==> src/design/rvPkg.sv <==
`default_nettype none

package rvPkg;

	// rv32i major opcodes
	typedef enum logic [6:0] {
		opLoad   = 7'b0000011,
		opStore  = 7'b0100011,
		opOpImm  = 7'b0010011,
		opOp     = 7'b0110011,
		opLui    = 7'b0110111,
		opAuipc  = 7'b0010111,
		opJal    = 7'b1101111,
		opJalr   = 7'b1100111,
		opBranch = 7'b1100011,
		opSystem = 7'b1110011
	} opcodeE;

	typedef enum logic [3:0] {
		aluAdd,
		aluSub,
		aluSll,
		aluSlt,
		aluSltu,
		aluXor,
		aluSrl,
		aluSra,
		aluOr,
		aluAnd,
		aluPassB // lui
	} aluOpE;

	typedef enum logic [1:0] {wbAlu, wbMem, wbPcPlus4, wbPcImm} wbSelE;

	// same codes the memory side expects: 0 1 3
	typedef enum logic [1:0] {lenByte = 2'd0, lenHalf = 2'd1, lenWord = 2'd3} accessLenE;

	typedef enum logic [1:0] {pcSeq, pcBranch, pcJalr} pcSelE;

	// what the decoder knows about control flow
	typedef enum logic [1:0] {kindSeq, kindBranch, kindJal, kindJalr} pcKindE;

	parameter logic [31:0] defaultResetVector = 32'h8000_0000;

endpackage

`default_nettype wire

==> src/design/alu.sv <==
`timescale 1ns/1ps
`default_nettype none

module alu import rvPkg::*; (
	input  wire logic [31:0] srcA,
	input  wire logic [31:0] srcB,
	input  wire aluOpE       aluOp,
	input  wire logic [2:0]  funct3,
	output logic      [31:0] result,
	output logic             branchTaken
);

	logic [4:0] shamt;
	logic       lessS;
	logic       lessU;
	logic       equal;

	assign shamt = srcB[4:0];
	assign lessS = $signed(srcA) < $signed(srcB);
	assign lessU = srcA < srcB;
	assign equal = srcA == srcB;

	always_comb begin
		case (aluOp)
			aluAdd:   result = srcA + srcB;
			aluSub:   result = srcA - srcB;
			aluSll:   result = srcA << shamt;
			aluSlt:   result = {31'b0, lessS};
			aluSltu:  result = {31'b0, lessU};
			aluXor:   result = srcA ^ srcB;
			aluSrl:   result = srcA >> shamt;
			aluSra:   result = $unsigned($signed(srcA) >>> shamt);
			aluOr:    result = srcA | srcB;
			aluAnd:   result = srcA & srcB;
			aluPassB: result = srcB;
			default:  result = '0;
		endcase
	end

	// only looked at by pcUnit on branch kinds
	always_comb begin
		case (funct3)
			3'b000:  branchTaken = equal;  // beq
			3'b001:  branchTaken = !equal; // bne
			3'b100:  branchTaken = lessS;
			3'b101:  branchTaken = !lessS;
			3'b110:  branchTaken = lessU;
			3'b111:  branchTaken = !lessU;
			default: branchTaken = 1'b0;
		endcase
	end

endmodule

`default_nettype wire

==> src/design/cpuTop.sv <==
`timescale 1ns/1ps
`default_nettype none

module cpuTop import rvPkg::*; #(
	parameter logic [31:0] resetVector = defaultResetVector
) (
	input  wire logic        clk,
	input  wire logic        rstN,
	input  wire logic [31:0] inst,
	input  wire logic [31:0] readData,
	output logic      [31:0] pc,
	output logic      [31:0] dataAddr,
	output logic      [31:0] storeData,
	output accessLenE        dataLen,
	output logic             memWrite,
	output logic             memRead,
	output logic             halt
);

	aluOpE       aluOp;
	logic        aluSrcImm;
	logic        regWrite;
	wbSelE       wbSel;
	pcKindE      pcKind;
	logic        decMemWrite;
	logic        dataSigned;
	logic [31:0] imm;
	logic        isEbreak;
	logic [31:0] rs1Data;
	logic [31:0] rs2Data;
	logic [31:0] srcB;
	logic [31:0] aluResult;
	logic        branchTaken;
	logic [31:0] pcPlus4;
	logic [31:0] pcPlusImm;
	logic [31:0] loadData;
	logic [31:0] writeData;

	assign srcB      = aluSrcImm ? imm : rs2Data;
	assign dataAddr  = aluResult;
	assign storeData = rs2Data;
	assign memWrite  = decMemWrite & ~halt; // no stores once halted

	// low lanes only, no misaligned support
	always_comb begin
		case (dataLen)
			lenByte: loadData = {{24{dataSigned & readData[7]}}, readData[7:0]};
			lenHalf: loadData = {{16{dataSigned & readData[15]}}, readData[15:0]};
			default: loadData = readData;
		endcase
	end

	always_comb begin
		case (wbSel)
			wbMem:     writeData = loadData;
			wbPcPlus4: writeData = pcPlus4;   // link
			wbPcImm:   writeData = pcPlusImm; // auipc
			default:   writeData = aluResult;
		endcase
	end

	pcUnit #(.resetVector(resetVector)) i_pcUnit (
		.clk        (clk),
		.rstN       (rstN),
		.pcKind     (pcKind),
		.branchTaken(branchTaken),
		.imm        (imm),
		.jalrTarget (aluResult),
		.isEbreak   (isEbreak),
		.pc         (pc),
		.pcPlus4    (pcPlus4),
		.pcPlusImm  (pcPlusImm),
		.halt       (halt)
	);

	decoder i_decoder (
		.inst      (inst),
		.aluOp     (aluOp),
		.aluSrcImm (aluSrcImm),
		.regWrite  (regWrite),
		.wbSel     (wbSel),
		.pcKind    (pcKind),
		.memWrite  (decMemWrite),
		.memRead   (memRead),
		.dataLen   (dataLen),
		.dataSigned(dataSigned),
		.imm       (imm),
		.isEbreak  (isEbreak)
	);

	regFile i_regFile (
		.clk      (clk),
		.rstN     (rstN),
		.rs1      (inst[19:15]),
		.rs2      (inst[24:20]),
		.rd       (inst[11:7]),
		.writeData(writeData),
		.writeEn  (regWrite & ~halt),
		.rs1Data  (rs1Data),
		.rs2Data  (rs2Data)
	);

	alu i_alu (
		.srcA       (rs1Data),
		.srcB       (srcB),
		.aluOp      (aluOp),
		.funct3     (inst[14:12]),
		.result     (aluResult),
		.branchTaken(branchTaken)
	);

endmodule

`default_nettype wire

==> src/design/decoder.sv <==
`timescale 1ns/1ps
`default_nettype none

module decoder import rvPkg::*; (
	input  wire logic [31:0] inst,
	output aluOpE            aluOp,
	output logic             aluSrcImm,
	output logic             regWrite,
	output wbSelE            wbSel,
	output pcKindE           pcKind,
	output logic             memWrite,
	output logic             memRead,
	output accessLenE        dataLen,
	output logic             dataSigned,
	output logic      [31:0] imm,
	output logic             isEbreak
);

	opcodeE      opcode;
	logic [2:0]  funct3;
	logic [6:0]  funct7;
	logic [31:0] immI;
	logic [31:0] immS;
	logic [31:0] immB;
	logic [31:0] immU;
	logic [31:0] immJ;

	// alt selects sub / sra
	function automatic aluOpE aluFromFunct3(input logic [2:0] f3, input logic alt);
		case (f3)
			3'b000:  return alt ? aluSub : aluAdd;
			3'b001:  return aluSll;
			3'b010:  return aluSlt;
			3'b011:  return aluSltu;
			3'b100:  return aluXor;
			3'b101:  return alt ? aluSra : aluSrl;
			3'b110:  return aluOr;
			default: return aluAnd;
		endcase
	endfunction

	function automatic accessLenE lenFromFunct3(input logic [1:0] f);
		case (f)
			2'b00:   return lenByte;
			2'b01:   return lenHalf;
			default: return lenWord;
		endcase
	endfunction

	assign opcode = opcodeE'(inst[6:0]);
	assign funct3 = inst[14:12];
	assign funct7 = inst[31:25];

	assign immI = {{20{inst[31]}}, inst[31:20]};
	assign immS = {{20{inst[31]}}, inst[31:25], inst[11:7]};
	assign immB = {{19{inst[31]}}, inst[31], inst[7], inst[30:25], inst[11:8], 1'b0};
	assign immU = {inst[31:12], 12'b0};
	assign immJ = {{11{inst[31]}}, inst[31], inst[19:12], inst[20], inst[30:21], 1'b0};

	assign isEbreak = (inst == 32'h0010_0073);

	always_comb begin
		// nop unless the opcode says otherwise
		aluOp      = aluAdd;
		aluSrcImm  = 1'b0;
		regWrite   = 1'b0;
		wbSel      = wbAlu;
		pcKind     = kindSeq;
		memWrite   = 1'b0;
		memRead    = 1'b0;
		dataLen    = lenWord;
		dataSigned = 1'b0;
		imm        = immI;
		case (opcode)
			opLoad: begin
				aluSrcImm  = 1'b1;
				regWrite   = 1'b1;
				wbSel      = wbMem;
				memRead    = 1'b1;
				dataLen    = lenFromFunct3(funct3[1:0]);
				dataSigned = ~funct3[2]; // lbu/lhu have bit 2 set
			end
			opStore: begin
				aluSrcImm = 1'b1;
				memWrite  = 1'b1;
				dataLen   = lenFromFunct3(funct3[1:0]);
				imm       = immS;
			end
			opOpImm: begin
				// only srai looks at funct7
				aluOp     = aluFromFunct3(funct3, funct3 == 3'b101 && funct7[5]);
				aluSrcImm = 1'b1;
				regWrite  = 1'b1;
			end
			opOp: begin
				aluOp    = aluFromFunct3(funct3, funct7[5]);
				regWrite = 1'b1;
			end
			opLui: begin
				aluOp     = aluPassB;
				aluSrcImm = 1'b1;
				regWrite  = 1'b1;
				imm       = immU;
			end
			opAuipc: begin
				regWrite = 1'b1;
				wbSel    = wbPcImm;
				imm      = immU;
			end
			opJal: begin
				regWrite = 1'b1;
				wbSel    = wbPcPlus4;
				pcKind   = kindJal;
				imm      = immJ;
			end
			opJalr: begin
				aluSrcImm = 1'b1; // target = rs1 + imm
				regWrite  = 1'b1;
				wbSel     = wbPcPlus4;
				pcKind    = kindJalr;
			end
			opBranch: begin
				pcKind = kindBranch; // alu compares rs1 and rs2
				imm    = immB;
			end
			opSystem: begin
				// ebreak is flagged above
			end
			default: begin
			end
		endcase
	end

	// lb lh lw lbu lhu sb sh sw are the only widths rv32i has
	always_comb begin
		lenLegal: assert #0 (!(memRead || memWrite) || funct3 inside {3'b000, 3'b001, 3'b010}
			|| (memRead && funct3 inside {3'b100, 3'b101}))
			else $error("illegal access width, funct3 %b", funct3);
	end

endmodule

`default_nettype wire

==> src/design/pcUnit.sv <==
`timescale 1ns/1ps
`default_nettype none

module pcUnit import rvPkg::*; #(
	parameter logic [31:0] resetVector = defaultResetVector
) (
	input  wire logic        clk,
	input  wire logic        rstN,
	input  wire pcKindE      pcKind,
	input  wire logic        branchTaken,
	input  wire logic [31:0] imm,
	input  wire logic [31:0] jalrTarget,
	input  wire logic        isEbreak,
	output logic      [31:0] pc,
	output logic      [31:0] pcPlus4,
	output logic      [31:0] pcPlusImm,
	output logic             halt
);

	pcSelE       pcSel;
	logic [31:0] nextPc;

	assign pcPlus4   = pc + 32'd4;
	assign pcPlusImm = pc + imm; // branch and jal target, also auipc

	always_comb begin
		pcSel = pcSeq;
		if (pcKind == kindJal || (pcKind == kindBranch && branchTaken))
			pcSel = pcBranch;
		else if (pcKind == kindJalr)
			pcSel = pcJalr;
	end

	always_comb begin
		case (pcSel)
			pcBranch: nextPc = pcPlusImm;
			pcJalr:   nextPc = {jalrTarget[31:1], 1'b0};
			default:  nextPc = pcPlus4;
		endcase
	end

	always_ff @(posedge clk or negedge rstN) begin
		if (!rstN) begin
			pc   <= resetVector;
			halt <= 1'b0;
		end else begin
			if (isEbreak)
				halt <= 1'b1; // sticky until reset
			if (!halt && !isEbreak)
				pc <= nextPc;
		end
	end

	// jalr targets with bit 1 set would break this
	pcAligned: assert property (@(posedge clk) disable iff (!rstN) pc[1:0] == 2'b00)
		else $error("pc misaligned: %h", pc);

endmodule

`default_nettype wire

==> src/design/regFile.sv <==
`timescale 1ns/1ps
`default_nettype none

module regFile (
	input  wire logic        clk,
	input  wire logic        rstN,
	input  wire logic [4:0]  rs1,
	input  wire logic [4:0]  rs2,
	input  wire logic [4:0]  rd,
	input  wire logic [31:0] writeData,
	input  wire logic        writeEn,
	output logic      [31:0] rs1Data,
	output logic      [31:0] rs2Data
);

	logic [31:0] regs [32];

	always_ff @(posedge clk or negedge rstN) begin
		if (!rstN) begin
			for (int i = 0; i < 32; i++)
				regs[i] <= '0;
		end else if (writeEn && rd != 5'd0) begin
			regs[rd] <= writeData; // x0 never written
		end
	end

	assign rs1Data = regs[rs1];
	assign rs2Data = regs[rs2];

	// x0 stays zero only because no write ever lands there
	x0Zero: assert property (@(posedge clk) disable iff (!rstN)
		(rs1 == 5'd0) |-> (rs1Data == '0))
		else $error("x0 read back nonzero");

endmodule

`default_nettype wire

==> config.mk <==
export PLATFORM = sky130hd
export DESIGN_NAME = cpuTop
export DESIGN_NICKNAME = d
export VERILOG_FILES = /design/src/design/rvPkg.sv /design/src/design/alu.sv /design/src/design/cpuTop.sv /design/src/design/decoder.sv /design/src/design/pcUnit.sv /design/src/design/regFile.sv
export SDC_FILE = /design/constraint.sdc
export NUM_CORES = 2
export LEC_CHECK = 0
export BUFFER_PORTS_ARGS = -buffer_cell sky130_fd_sc_hd__clkbuf_2
export CAP_MARGIN = 20
export CORE_MARGIN = 8
export CORE_UTILIZATION = 45
export CTS_CLUSTER_DIAMETER = 200
export CTS_CLUSTER_SIZE = 25
export DETAILED_ROUTE_END_ITERATION = 16
export GPL_TIMING_DRIVEN = 0
export PLACE_DENSITY_LB_ADDON = 0.05
export REMOVE_ABC_BUFFERS = 1
export SLEW_MARGIN = 10
export SYNTH_ARGS = -nofsm -noshare
export SYNTH_HDL_FRONTEND = slang
export SYNTH_SLANG_ARGS = --single-unit
==> constraint.sdc <==
create_clock -name clk -period 9.3 [get_ports clk]
set_input_delay 0.93 -clock clk [delete_from_list [all_inputs] [get_ports clk]]
set_output_delay 0.93 -clock clk [all_outputs]
set_load 0.05 [all_outputs]
==> metrics.cfg <==
[synth]
yosys.area.top_type_share_pct=37.3
synth_compound_area_share_pct=18.1
yosys.area_share.simple_pct=10.7
syn_area_um2=70800
syn_avg_cell_area_um2=10.2
yosysMostFrequentCell=dfrtp_1
synth_edf_count=0
synth-adder-area-share_pct=2.36
ys_ff_latch=1057
synth.area.top_cells=dfrtp_1, mux4_2, mux2i_1
ys_types=100
synth_common_cells=dfrtp_1, nand2_1, o21ai_0
yosys.area.top_type=dfrtp_1
synth.area.mux_share_pct=25.3
synth_ff_type=dfrtp_1
syn-instance-count=6944
synth_top_family_by_area=multiplexers
synthArstFlopShare_pct=100
yosys_warnings=0
synth_xor_xnor_area_share_pct=0.890
ys_seq_area_share_pct=37.3

[clocking]
clk_latency_ns=0.75
clkTransAtPathRegs_ns=0.10
cts_root_buffer=clkbuf_16
cts.sinks=1057
tritoncts=done
cts_buffers=49
clockBufferDepth=3
cts_hold_buf=0
h-tree-depth=2

[die]
dieHeight_um=413
die_w_um=413
die_area_um2=170000
rows=145
initial_core_util_pct=45.4
io_pins=167
core_um2=156000

[critical_path]
end_kind=primary output
crit_chain=clkbuf_8 > buf_16 > nor2b_4 > buf_12 > a22oi_1 > nand3_1 > nand4_1 > ha_1 > fa_1 > a21o_1 > a221oi_1 > a21oi_1 > a211o_1 > o2bb2ai_1 > xnor2_1 > a21oi_1 > o2111ai_1 > buf_4 > nor2_1 > inv_1 > clkbuf_2
cpMostUsedCell=a21oi_1
cp_max_fo=42
arrival_ns=8.32
critical_path.max_stage_delay_ns=0.83
crit_path_top_delay_cell=nand4_1
cp_num_buf_inv=6
path_delay_family=compound AO/OA/AOI/OAI gates
critical_path_required_ns=8.37
startpoint_type=input port
critPathKind=input port to primary output

[timing]
period_share_pct=99.5
clock.fmax_ghz=0.108
max-slew-margin-rel_pct=9.53
hold_viol_final=0
fin_ws_ns=0.0452
grt_setup_unrepaired=no
clock_skew_ns=0.0544
tightest_slew_ns=1.35
whs_ns=0.190
finalSetupViolations=0
drv_slew=0
finalWorstPathRequiredPeriod_ns=9.25

[grt]
gr-usage-all-layers_pct=37.7
grt_pass1_vias=58500
overflow=0
grt_max_degree=100
grt_antenna_before_repair=12
grt_first_pass_wirelength_um=462000

[place]
dpl_cell_area_um2=76600
portBuffers=166
dp_slack_ns=-1.72
dp.cells=8690
dp_hpwl_um=240000
gp_congestion=1.08

[power]
p_comb_share_pct=34.7
power.internal_mw=7.25
p_sw_share_pct=39.8
sequentialPowerShare_pct=43.1
power_switching_mw=4.80
ir_worst_vdd_v=0.000156
clock_power_share_pct=22.2
p_leak_nw=33.5
p_per_area_nw_per_um2=154
finalPower_mw=12.1

[drt]
drc=0
drt_wl_total_um=332000
drt_iter0_drc=7988
post_drt_wl_per_cell_um=37.8
vias=61400
antenna_left=0
viasPerCell=6.99
dr.pass1.iters=6

[cells_and_area]
syn_to_final_growth_pct=10.6
num-fill-cells=14300
area.sequential_um2=26500
design_area_um2=78300
multi_input_area_um2=41700
fin_cells=8774
final_nets=6902
drive_above_1_share_pct=22.3

[outcome]
status=complete, no violations

[job]
max_cap_viol_count=0

[worst_hold_path]
holdCritPathClass=input port to asynchronous set/reset pin

sequential cells by signal (all words and copies together) (netlist names):
register        count
i_regFile.regs   1024
i_pcUnit.pc        32
i_pcUnit.halt       1
power groups by stage:
stage / logic, mW / clock network [mW] / registers [mW]
finish: 4.18 / 2.67 / 5.19
global route: 4.36 / 2.85 / 5.22
CTS: 4.05 / 2.73 / 5.17
detailed placement: 4.02 / 0 / 5.27
global placement: 3.85 / 0 / 5.27
floorplan: 2.10 / 0 / 5.33
worst paths after layout:
kind                                      start                    to  slack [ns]  cells past startpoint
min in group clk           i_regFile.regs[1012]  i_regFile.regs[1012]        0.41                      0
min                                        rstN   i_regFile.regs[908]        0.19                      1
max reg2reg                 i_regFile.regs[147]   i_regFile.regs[412]        1.88                     18
max in group asynchronous                  rstN   i_regFile.regs[649]        6.72                      5
min reg2reg                i_regFile.regs[1012]  i_regFile.regs[1012]        0.41                      0
max                                    inst[15]          dataAddr[20]        0.05                     21
kinds of logic after synthesis:
group	count (synthesis)
and+or+nand+nor	1687
muxes	1171
buffers and inverters	873
AOI/OAI and AO/OA	1952
adders and majority gates	132
DFF	1057
xor gates and xnor gates	72
layout by cell type, fill, tap and decap left out, types with 94 or more instances in the layout:
cell / count
a21oi_1: 315
a22oi_1: 139
a31oi_1: 142
clkbuf_2: 155
dfrtp_1: 1056
ha_1: 129
inv_1: 173
mux2_2: 325
mux2i_1: 358
mux4_2: 455
nand2_1: 599
nand3_1: 123
nor2_1: 470
nor3_1: 94
o21ai_0: 520
o31ai_1: 133
cell type report:
type                       count  share of cell area, %
multi-input combinational   5014                   53.3
antenna                        7                 0.0224
clock buffer                  49                   1.57
timing repair buffer         404                   7.05
clock inverter                 7                  0.179
sequential                  1057                   33.8
inverter                     178                  0.864
tap                         2058                   3.29
stage by stage:
step | setup TNS (ns) | util, %
finish | 0 | 50.2
global route | 0 | 50.1
CTS | 0 | 50.0
detailed placement | -279.54 | 49.0
global placement | - | 45.5
floorplan | -40.10 | -
timing repair:
item | CTS | global route
endpoints found under the setup margin | 174 | 18
pin swaps | 6 | 2
cloned | 1 | 1
gates resized for setup | 22 | 14
setup buffers | 9 | 5
layer usage:
| layer | part of all wire (%) | track usage (%) |
|---|---|---|
| met5 | 0.012 | 0 |
| met4 | 6.9 | 20.6 |
| met3 | 9.9 | 8.91 |
| met2 | 42 | 54.6 |
| met1 | 41 | 52.3 |
No activity file was read; power rests on OpenSTA's default activity.
